`src/rtl/hist_bus_pkg.sv`:
```
`default_nettype none

package hist_bus_pkg;

    // AXI4-Lite read channel types
    typedef logic [1:0]  axi_resp_t;
    typedef logic [11:0] axi_addr_t;
    typedef logic [31:0] axi_data_t;

    localparam axi_resp_t RESP_OKAY   = 2'b00;
    localparam axi_resp_t RESP_SLVERR = 2'b10;

    // register map, byte offsets
    // frame count in 15:0, readable bank in bit 16
    localparam axi_addr_t REG_STATUS = 12'h000;
    // first bin word of pixel 0
    localparam axi_addr_t HIST_BASE  = 12'h100;
    // bin words are packed one per 32-bit word
    localparam int HIST_STRIDE = 4;

endpackage

`default_nettype wire

```
`src/rtl/hist_cfg_pkg.sv`:
```
`default_nettype none

package hist_cfg_pkg;

    // default geometry, handed to the top level as parameters
    // time-bin code width
    localparam int BIN_BITS_DEF  = 4;
    // pixel index width
    localparam int PIX_BITS_DEF  = 2;
    // bin counter width
    localparam int CNT_WIDTH_DEF = 8;
    // samples per pixel in one acquisition
    localparam int SAMPLES_DEF   = 3;
    // acquisitions per frame
    localparam int ACQS_DEF      = 5;
    localparam int PIXELS_DEF    = 4;

    // one time-bin code per detected photon
    typedef logic [BIN_BITS_DEF-1:0] bin_t;
    typedef logic [PIX_BITS_DEF-1:0] pix_t;
    typedef logic [CNT_WIDTH_DEF-1:0] cnt_t;
    // word index inside one bank, pixel in the upper bits
    typedef logic [PIX_BITS_DEF+BIN_BITS_DEF-1:0] hist_addr_t;
    // ping-pong bank select
    typedef logic bank_t;

endpackage

`default_nettype wire

```
`src/rtl/hist_if.sv`:
```
`default_nettype none

// histogram update path, sequencer to bank memory
interface hist_upd_if;

    import hist_cfg_pkg::*;

    logic  upd_valid;
    logic  upd_ready;
    bank_t bank;
    pix_t  pixel;
    bin_t  bin;
    // marks the final event of a frame
    logic  frame_last;
    // memory reports the bank toggle back
    logic  bank_swap;

    modport seq (
        output upd_valid, bank, pixel, bin, frame_last,
        input  upd_ready, bank_swap
    );

    modport mem (
        input  upd_valid, bank, pixel, bin, frame_last,
        output upd_ready, bank_swap
    );

endinterface

// host read path into the finished bank
interface hist_rd_if;

    import hist_cfg_pkg::*;

    logic        rd_en;
    hist_addr_t  rd_addr;
    // valid one cycle after rd_en
    cnt_t        rd_data;
    bank_t       rd_bank;
    logic [15:0] frame_cnt;

    modport rdr (
        output rd_en, rd_addr,
        input  rd_data, rd_bank, frame_cnt
    );

    modport mem (
        input  rd_en, rd_addr,
        output rd_data, rd_bank, frame_cnt
    );

endinterface

`default_nettype wire

```
`src/rtl/acq_sequencer.sv`:
```
`default_nettype none

module acq_sequencer #(
    parameter int SAMPLES = hist_cfg_pkg::SAMPLES_DEF,
    parameter int PIXELS  = hist_cfg_pkg::PIXELS_DEF,
    parameter int ACQS    = hist_cfg_pkg::ACQS_DEF
) (
    input  logic               clk,
    input  logic               res,
    input  logic               event_valid,
    input  hist_cfg_pkg::bin_t event_bin,
    output logic               event_ready,
    hist_upd_if.seq            upd
);

    import hist_cfg_pkg::*;

    localparam int SAMP_W = (SAMPLES > 1) ? $clog2(SAMPLES) : 1;
    localparam int ACQ_W  = (ACQS > 1) ? $clog2(ACQS) : 1;

    typedef enum logic {
        COUNT,
        WAIT_SWAP
    } seq_state_t;

    seq_state_t        state_q;
    logic [SAMP_W-1:0] sample_q;
    pix_t              pix_q;
    logic [ACQ_W-1:0]  acq_q;
    bank_t             bank_q;
    logic              sample_last;
    logic              pix_last;
    logic              acq_last;
    logic              upd_hs;

    // wrap points of the nested counters
    assign sample_last = (sample_q == SAMP_W'(SAMPLES - 1));
    assign pix_last    = (pix_q == pix_t'(PIXELS - 1));
    assign acq_last    = (acq_q == ACQ_W'(ACQS - 1));

    // event goes straight through, pixel tag added from the counter
    assign upd.upd_valid  = event_valid && (state_q == COUNT);
    assign upd.bin        = event_bin;
    assign upd.pixel      = pix_q;
    assign upd.bank       = bank_q;
    assign upd.frame_last = sample_last && pix_last && acq_last;

    // stall comes only from the memory side
    assign event_ready = upd.upd_ready;

    assign upd_hs = upd.upd_valid && upd.upd_ready;

    always_ff @(posedge clk or negedge res) begin
        if (!res) begin
            state_q  <= COUNT;
            sample_q <= '0;
            pix_q    <= '0;
            acq_q    <= '0;
            bank_q   <= 1'b0;
        end else begin
            case (state_q)
                COUNT: begin
                    if (upd_hs) begin
                        // samples of one pixel first, then next pixel
                        if (sample_last) begin
                            sample_q <= '0;
                            if (pix_last) begin
                                pix_q <= '0;
                                // one pass over all pixels is one acquisition
                                if (acq_last) begin
                                    acq_q   <= '0;
                                    state_q <= WAIT_SWAP;
                                end else begin
                                    acq_q <= acq_q + 1'b1;
                                end
                            end else begin
                                pix_q <= pix_q + 1'b1;
                            end
                        end else begin
                            sample_q <= sample_q + 1'b1;
                        end
                    end
                end
                WAIT_SWAP: begin
                    // follow the memory's bank toggle
                    if (upd.bank_swap) begin
                        bank_q  <= ~bank_q;
                        state_q <= COUNT;
                    end
                end
                default: begin
                    state_q <= COUNT;
                end
            endcase
        end
    end

    // counters stay inside the frame geometry
    assert property (@(posedge clk) disable iff (!res)
        (int'(sample_q) < SAMPLES) && (int'(pix_q) < PIXELS) && (int'(acq_q) < ACQS));

    // last event of a frame comes back as a swap two cycles later
    assert property (@(posedge clk) disable iff (!res)
        upd_hs && upd.frame_last |-> ##2 upd.bank_swap);

endmodule

`default_nettype wire

```
`src/rtl/axil_hist_reader.sv`:
```
`default_nettype none

module axil_hist_reader (
    input  logic                    clk,
    input  logic                    res,
    input  hist_bus_pkg::axi_addr_t s_araddr,
    input  logic                    s_arvalid,
    output logic                    s_arready,
    output hist_bus_pkg::axi_data_t s_rdata,
    output hist_bus_pkg::axi_resp_t s_rresp,
    output logic                    s_rvalid,
    input  logic                    s_rready,
    hist_rd_if.rdr                  rd
);

    import hist_cfg_pkg::*;
    import hist_bus_pkg::*;

    localparam int HIST_WORDS = 1 << $bits(hist_addr_t);
    localparam axi_addr_t HIST_END = HIST_BASE + axi_addr_t'(HIST_WORDS * HIST_STRIDE);

    typedef enum logic [1:0] {
        IDLE,
        FETCH,
        RESP
    } rd_state_t;

    rd_state_t state_q;
    logic      ar_hs;
    logic      hit_status;
    logic      hit_hist;
    logic      sel_status_q;
    logic      sel_hist_q;
    axi_addr_t hist_off;
    axi_data_t rdata_q;
    axi_resp_t rresp_q;

    // address accepted only while idle
    assign s_arready = (state_q == IDLE);
    assign ar_hs     = s_arvalid && s_arready;

    // decode
    assign hist_off   = s_araddr - HIST_BASE;
    assign hit_status = (s_araddr == REG_STATUS);
    assign hit_hist   = (s_araddr >= HIST_BASE) && (s_araddr < HIST_END)
                        && (s_araddr[1:0] == 2'b00);

    // ram read goes out with the address handshake
    // word n maps to pixel n/16, bin n%16
    assign rd.rd_en   = ar_hs && hit_hist;
    assign rd.rd_addr = hist_addr_t'(hist_off >> $clog2(HIST_STRIDE));

    assign s_rvalid = (state_q == RESP);
    assign s_rdata  = rdata_q;
    assign s_rresp  = rresp_q;

    always_ff @(posedge clk or negedge res) begin
        if (!res) begin
            state_q      <= IDLE;
            sel_status_q <= 1'b0;
            sel_hist_q   <= 1'b0;
        end else begin
            case (state_q)
                IDLE: begin
                    if (ar_hs) begin
                        sel_status_q <= hit_status;
                        sel_hist_q   <= hit_hist;
                        state_q      <= FETCH;
                    end
                end
                FETCH: begin
                    state_q <= RESP;
                end
                RESP: begin
                    // hold until the host takes it
                    if (s_rready) begin
                        state_q <= IDLE;
                    end
                end
                default: begin
                    state_q <= IDLE;
                end
            endcase
        end
    end

    // response word, built once in FETCH and held through RESP
    always_ff @(posedge clk) begin
        if (state_q == FETCH) begin
            if (sel_status_q) begin
                rdata_q <= {15'd0, rd.rd_bank, rd.frame_cnt};
                rresp_q <= RESP_OKAY;
            end else if (sel_hist_q) begin
                // ram data arrived this cycle
                rdata_q <= axi_data_t'(rd.rd_data);
                rresp_q <= RESP_OKAY;
            end else begin
                // unmapped, zero data
                rdata_q <= '0;
                rresp_q <= RESP_SLVERR;
            end
        end
    end

    // stalled response keeps its payload
    assert property (@(posedge clk) disable iff (!res)
        s_rvalid && !s_rready |=> s_rvalid && $stable(s_rdata) && $stable(s_rresp));

endmodule

`default_nettype wire

```
`src/rtl/hist_bank_ram.sv`:
```
`default_nettype none

module hist_bank_ram #(
    parameter int BIN_BITS  = hist_cfg_pkg::BIN_BITS_DEF,
    parameter int PIX_BITS  = hist_cfg_pkg::PIX_BITS_DEF,
    parameter int CNT_WIDTH = hist_cfg_pkg::CNT_WIDTH_DEF
) (
    input  logic    clk,
    input  logic    res,
    hist_upd_if.mem upd,
    hist_rd_if.mem  rd,
    output logic    frame_done
);

    import hist_cfg_pkg::*;

    localparam int DEPTH = 1 << (PIX_BITS + BIN_BITS);

    typedef enum logic [1:0] {
        CLR_ALL,
        IDLE,
        CLR_BANK
    } clr_state_t;

    // two banks, one counting and one readable
    logic [CNT_WIDTH-1:0] mem_q [2][DEPTH];

    clr_state_t           clr_state_q;
    hist_addr_t           clr_addr_q;
    logic                 clr_last;
    bank_t                wr_bank_q;
    logic [15:0]          frame_cnt_q;
    logic                 upd_hs;
    logic                 swap;
    // stage 1 holds the accepted update
    logic                 s1_valid_q;
    bank_t                s1_bank_q;
    hist_addr_t           s1_addr_q;
    logic                 s1_last_q;
    // stage 2 holds the old count
    logic                 s2_valid_q;
    bank_t                s2_bank_q;
    hist_addr_t           s2_addr_q;
    logic                 s2_last_q;
    logic [CNT_WIDTH-1:0] s2_cnt_q;
    logic [CNT_WIDTH-1:0] wr_cnt;
    logic                 fwd_hit;
    logic [CNT_WIDTH-1:0] rd_data_q;

    // closed while clearing or while a frame end is still in the pipe
    assign upd.upd_ready = (clr_state_q == IDLE) && !(s1_valid_q && s1_last_q)
                           && !(s2_valid_q && s2_last_q);

    assign upd_hs = upd.upd_valid && upd.upd_ready;

    // frame end leaves stage 2 together with its write
    assign swap          = s2_valid_q && s2_last_q;
    assign frame_done    = swap;
    assign upd.bank_swap = swap;

    assign wr_cnt = s2_cnt_q + 1'b1;

    // back-to-back hit, stage 2 write lands only at this edge
    assign fwd_hit = s1_valid_q && s2_valid_q && (s1_bank_q == s2_bank_q)
                     && (s1_addr_q == s2_addr_q);

    assign clr_last = (clr_addr_q == hist_addr_t'(DEPTH - 1));

    assign rd.rd_data   = rd_data_q;
    assign rd.rd_bank   = ~wr_bank_q;
    assign rd.frame_cnt = frame_cnt_q;

    always_ff @(posedge clk or negedge res) begin
        if (!res) begin
            s1_valid_q <= 1'b0;
            s2_valid_q <= 1'b0;
        end else begin
            s1_valid_q <= upd_hs;
            s2_valid_q <= s1_valid_q;
        end
    end

    // pipeline payload
    always_ff @(posedge clk) begin
        if (upd_hs) begin
            s1_bank_q <= upd.bank;
            s1_addr_q <= {upd.pixel, upd.bin};
            s1_last_q <= upd.frame_last;
        end
        s2_bank_q <= s1_bank_q;
        s2_addr_q <= s1_addr_q;
        s2_last_q <= s1_last_q;
        // read old count, or take the one about to be written
        s2_cnt_q  <= fwd_hit ? wr_cnt : mem_q[s1_bank_q][s1_addr_q];
    end

    // clear sequencer, bank select and frame counter
    always_ff @(posedge clk or negedge res) begin
        if (!res) begin
            clr_state_q <= CLR_ALL;
            clr_addr_q  <= '0;
            wr_bank_q   <= 1'b0;
            frame_cnt_q <= '0;
        end else begin
            case (clr_state_q)
                CLR_ALL, CLR_BANK: begin
                    clr_addr_q <= clr_addr_q + 1'b1;
                    if (clr_last) begin
                        clr_state_q <= IDLE;
                    end
                end
                IDLE: begin
                    // new write bank was the old read bank
                    if (swap) begin
                        clr_state_q <= CLR_BANK;
                    end
                end
                default: begin
                    clr_state_q <= IDLE;
                end
            endcase
            if (swap) begin
                wr_bank_q   <= ~wr_bank_q;
                frame_cnt_q <= frame_cnt_q + 1'b1;
            end
        end
    end

    // memory writes and the host read port
    always_ff @(posedge clk) begin
        case (clr_state_q)
            CLR_ALL: begin
                // after reset both banks start empty
                mem_q[0][clr_addr_q] <= '0;
                mem_q[1][clr_addr_q] <= '0;
            end
            CLR_BANK: begin
                mem_q[wr_bank_q][clr_addr_q] <= '0;
            end
            default: begin
                if (s2_valid_q) begin
                    mem_q[s2_bank_q][s2_addr_q] <= wr_cnt;
                end
            end
        endcase
        // host always sees the bank not being counted
        if (rd.rd_en) begin
            rd_data_q <= mem_q[~wr_bank_q][rd.rd_addr];
        end
    end

    // geometry keeps every bin below full scale
    assert property (@(posedge clk) disable iff (!res)
        s2_valid_q |-> (s2_cnt_q != '1));

    // whole clear pass after a swap runs with no update taken
    assert property (@(posedge clk) disable iff (!res)
        swap |=> !upd_hs [*DEPTH]);

    // sequencer bank view tracks the memory's write bank
    assert property (@(posedge clk) disable iff (!res)
        upd_hs |-> (upd.bank == wr_bank_q));

endmodule

`default_nettype wire

```
`src/rtl/hist_top.sv`:
```
`default_nettype none

module hist_top #(
    parameter int BIN_BITS  = hist_cfg_pkg::BIN_BITS_DEF,
    parameter int PIX_BITS  = hist_cfg_pkg::PIX_BITS_DEF,
    parameter int CNT_WIDTH = hist_cfg_pkg::CNT_WIDTH_DEF,
    parameter int SAMPLES   = hist_cfg_pkg::SAMPLES_DEF,
    parameter int PIXELS    = hist_cfg_pkg::PIXELS_DEF,
    parameter int ACQS      = hist_cfg_pkg::ACQS_DEF
) (
    input  logic                    clk,
    input  logic                    res,
    // photon event stream
    input  logic                    event_valid,
    input  hist_cfg_pkg::bin_t      event_bin,
    output logic                    event_ready,
    // AXI4-Lite read slave
    input  hist_bus_pkg::axi_addr_t s_araddr,
    input  logic                    s_arvalid,
    output logic                    s_arready,
    output hist_bus_pkg::axi_data_t s_rdata,
    output hist_bus_pkg::axi_resp_t s_rresp,
    output logic                    s_rvalid,
    input  logic                    s_rready,
    // one-cycle pulse per finished frame
    output logic                    frame_done
);

    hist_upd_if upd_if ();
    hist_rd_if  rd_if ();

    // producer, tags each event with its pixel
    acq_sequencer #(
        .SAMPLES (SAMPLES),
        .PIXELS  (PIXELS),
        .ACQS    (ACQS)
    ) seq_i (
        .clk         (clk),
        .res         (res),
        .event_valid (event_valid),
        .event_bin   (event_bin),
        .event_ready (event_ready),
        .upd         (upd_if.seq)
    );

    // ping-pong histogram banks
    hist_bank_ram #(
        .BIN_BITS  (BIN_BITS),
        .PIX_BITS  (PIX_BITS),
        .CNT_WIDTH (CNT_WIDTH)
    ) ram_i (
        .clk        (clk),
        .res        (res),
        .upd        (upd_if.mem),
        .rd         (rd_if.mem),
        .frame_done (frame_done)
    );

    // host side of the finished bank
    axil_hist_reader rdr_i (
        .clk       (clk),
        .res       (res),
        .s_araddr  (s_araddr),
        .s_arvalid (s_arvalid),
        .s_arready (s_arready),
        .s_rdata   (s_rdata),
        .s_rresp   (s_rresp),
        .s_rvalid  (s_rvalid),
        .s_rready  (s_rready),
        .rd        (rd_if.rdr)
    );

endmodule

`default_nettype wire

```
`config.mk`:
```
export PLATFORM = sky130hd
export DESIGN_NAME = hist_top
export DESIGN_NICKNAME = d
export VERILOG_FILES = /design/src/rtl/hist_bus_pkg.sv /design/src/rtl/hist_cfg_pkg.sv /design/src/rtl/hist_if.sv /design/src/rtl/acq_sequencer.sv /design/src/rtl/axil_hist_reader.sv /design/src/rtl/hist_bank_ram.sv /design/src/rtl/hist_top.sv
export SDC_FILE = /design/constraint.sdc
export NUM_CORES = 2
export LEC_CHECK = 0
export ABC_AREA = 0
export BUFFER_PORTS_ARGS = -buffer_cell sky130_fd_sc_hd__buf_2
export CORE_MARGIN = 2
export CORE_UTILIZATION = 60
export DETAILED_ROUTE_END_ITERATION = 6
export PLACE_DENSITY_LB_ADDON = 0.05
export SYNTH_ARGS = -nofsm -noshare
export SYNTH_HDL_FRONTEND = slang
export SYNTH_SLANG_ARGS = --single-unit
```
`constraint.sdc`:
```
create_clock -name clk -period 3.1 [get_ports clk]
set_input_delay 0.62 -clock clk [delete_from_list [all_inputs] [get_ports clk]]
set_output_delay 0.62 -clock clk [all_outputs]
set_load 0.03 [all_outputs]
```
==> metrics.csv <==
stage,metric,value,unit
die,initial_core_util,60.7,%
synth,synth_area_leader_cell,edfxtp_1,
worst_setup_path,end_kind,flip-flop,
detailed_routing,drtIter0Drc,8230,
die,rows,113,
placement,place_hpwl,154000,um
worst_setup_path,crit_arrival,3490,ps
synth,ys_top_cells_by_area,"edfxtp_1 55%, mux4_2 19%, nor2_1 7.0%",
hold_path,hp-class,in -> reg,
die,coreArea,95200,um^2
timing,fin_crit_sh,101,%
timing,hold_viol_final,0,
cts,numCtsBuffers,116,
run,max_cap_viol_count,0,
cts,ctsHtreeMaxLevel,3,
finish,drive_above_1_share,28.7,%
power_and_ir_drop,vdd_drop_max,547,uV
synth,ys_async_sr_fraction,3.59,%
detailed_routing,ant_nets,0,
detailed_routing,drcViolationCount,1,
worst_setup_path,start_kind,flip-flop,
grt,grt_max_degree,74,
synth,synthesis.area,57700,um^2
grt,track_usage,44.0,%
worst_setup_path,r2r-start,ram_i.clr_state_q[0]$_DFFE_PN0P_,
synth,synth_commonest_cells,"1,075 x nor2_1, 1,058 x edfxtp_1, 478 x mux4_2, 269 x nand2_1, 220 x clkbuf_1",
timing,setup-violations-final,16,
detailed_routing,vias,44000,
timing,timing.fmax,318,MHz
synth,synth_top_area_share,55.0,%
placement,io_buffers,42,
synth,synth_ff_type,edfxtp_1,
synth,avgSynthCellArea,13.5,um^2
worst_setup_path,cp-startpoint,ram_i.clr_state_q[0]$_DFFE_PN0P_,
die,die_area,98700,um^2
die,ios,59,
timing,clock_skew,49.9,ps
synth,synth_seq_cells,1115,
worst_setup_path,cp_max_fo,9,
worst_setup_path,path_class,reg -> reg,
worst_setup_path,worstSetupEndpoint,ram_i.mem_q[1][163]$_SDFFCE_PN0P_,
synth,ys_seq_area_share,57.4,%
synth,yosys_warnings,0,
worst_setup_path,rrSetupSlack,-40,ps
cts,cts_tree,yes,
outcome,status,"complete, but fails checks",
timing,rsz0062_at_grt,false,
detailed_routing,firstDrtPassIters,7,
grt,grt_overflow,0,
detailed_routing,drt_wl_total,216000,um
cts,cts_buffer_depth,3,
synth,synth.most_common_cell,nor2_1,
placement,dp.cells,5822,
power_and_ir_drop,report.power.total,31400,uW
finish,fin_nets,4708,
finish,area_growth,16.0,%
finish,stdcell_count,6051,
cts,clk_pin_slew_worst_paths,60,ps
timing,slew_viol_final,0,
timing,worst_hold_slack,63.5,ps
placement,finalWeightedCongestion,1.06,
detailed_routing,vias_per_cell,7.27,
worst_setup_path,reg2reg_depth,6,
synth,yosysUniqueCellTypes,76,
timing,fin_ws,-42.5,ps
finish,multi_input_area,22800,um^2
worst_setup_path,cp_data_required_time,3440,ps
grt,grt_first_pass_wirelength,305000,um
timing,slew_headroom,8.33,%
power_and_ir_drop,p_leak,0.0181,uW
synth,postSynthCellCount,4271,
synth,synth_edf_count,1058,
die,die_h,314,um
worst_setup_path,r2r-end,ram_i.mem_q[1][163]$_SDFFCE_PN0P_,
power_and_ir_drop,p_per_area,469,nW/um^2
timing,tightest_slew,1360,ps
finish,seqCellArea,33100,um^2
placement,dp_slack,-419,ps
grt,first_global_vias,41900,
finish,fillCellCount,6645,
detailed_routing,wl_per_cell,35.6,um
die,die_w,314,um
cts,clk_latency,740,ps
grt,antenna_found_initial,15,
timing,layout_min_cycle_time,3140,ps
cts,cts_sinks,1115,
outcome,violations,"design-rule violations, negative setup slack",
cts,cts-root-buf,clkbuf_16,
[report_power, final]
part	switching (uW)	leakage (uW)	internal (uW)
registers	18.6	0.00812	16300
clock network	6070	0.00182	7960
logic	697	0.00813	346
total	6780	0.0181	24600
[layer usage]
metal | part of all wire (%) | routed length [um] | GRT usage (%)
met1 | 33 | 71800 | 57.8
met2 | 43 | 92800 | 63.3
met3 | 16 | 33600 | 15.1
met4 | 8.0 | 17200 | 28.1
met5 | 0.064 | 138 | 0
[per-stage QoR]
stage,setup TNS (ps),util [%],instance area (um^2)
2_1_floorplan,0,-,57800
3_3_place_gp,-2010,66.3,63100
3_5_place_dp,-2220,66.3,63100
4_1_cts,0,70.3,66900
5_1_grt,0,70.3,66900
6_report,-445,70.4,67000
[worst min-delay path by stage]
| stage | startpoint | end | slack, ps | cells after the start |
|---|---|---|---|---|
| after detailed placement | ram_i.rd.frame_cnt[15]$_DFFE_PN0P_ | ram_i.rd.frame_cnt[15]$_DFFE_PN0P_ | 450 | 1 |
| after global placement | ram_i.rd.frame_cnt[15]$_DFFE_PN0P_ | ram_i.rd.frame_cnt[15]$_DFFE_PN0P_ | 450 | 1 |
| after floorplan | res | ram_i.clr_addr_q[0]$_DFFE_PN0P_ | 320 | 0 |
| after global routing | event_bin[0] | ram_i.s1_addr_q[0]$_DFFE_PP_ | 60 | 1 |
| final | event_bin[0] | ram_i.s1_addr_q[0]$_DFFE_PP_ | 60 | 1 |
| after CTS | event_bin[0] | ram_i.s1_addr_q[0]$_DFFE_PP_ | 50 | 1 |
[state kept, by name (all words and copies together) (netlist names), 2 cells and up, named ones only]
signal	flops
ram_i.mem_q	1024
rdr_i.s_rdata	17
ram_i.rd.frame_cnt	16
ram_i.rd.rd_data	8
ram_i.s2_cnt_q	8
ram_i.clr_addr_q	6
ram_i.s1_addr_q	6
ram_i.s2_addr_q	6
seq_i.acq_q	3
ram_i.clr_state_q	2
rdr_i.state_q	2
seq_i.sample_q	2
seq_i.upd.pixel	2
[repair_timing]
item                                    4_1_cts  5_1_grt
endpoints found under the setup margin        6       49
hold endpoints to repair                     10        0
gates resized for setup                       3        7
hold buffers                                  1        0
pin swaps                                     0        0
buffers inserted                              5        0
[cell families (layout without fill, tap and decap cells)]
group / after synthesis / in the layout / synth area share [%]
buffers and inverters: 393 / 887 / 3.39
AOI/OAI and AO/OA: 529 / 529 / 6.04
DFF: 1115 / 1115 / 57.4
xor gates and xnor gates: 34 / 34 / 0.516
and+or+nand+nor: 1536 / 1536 / 10.7
muxes: 657 / 657 / 21.8
other: 1 / 22 / 0.00650
adders and majority gates: 6 / 6 / 0.130
[area by class of cell]
class,count,share of cell area (%)
Antenna cell,6,0.0224
Clock buffer,141,4.55
Clock inverter,76,1.05
Inverter,18,0.101
Multi-Input combinational cell,2778,34.1
Sequential cell,1115,49.5
Tap cell,1265,2.36
Timing Repair Buffer,652,8.33
[layout by cell type, fill, tap and decap left out, types with 35 or more instances in the layout]
cell type | Yosys | routed
buf_2 | 57 | 41
clkinv_1 | 4 | 35
o22ai_1 | 86 | 85
buf_12 | 0 | 62
dfrtp_1 | 40 | 39
o21ai_0 | 157 | 153
nand3_1 | 44 | 44
mux2i_1 | 145 | 143
a21oi_1 | 53 | 52
clkbuf_16 | 0 | 118
nand2_1 | 269 | 264
a22oi_1 | 82 | 82
edfxtp_1 | 1058 | 1058
buf_4 | 61 | 547
nor2_1 | 1075 | 1073
mux4_2 | 478 | 478
[critical path, stage by stage (launching register included)]
cell and delay, ps:
dfrtp_1 490, inv_1 270, and3_1 270, nand2_1 400, o22ai_1 660, nand2_1 160, o21ai_1 500
No activity file was read; power rests on OpenSTA's default activity.
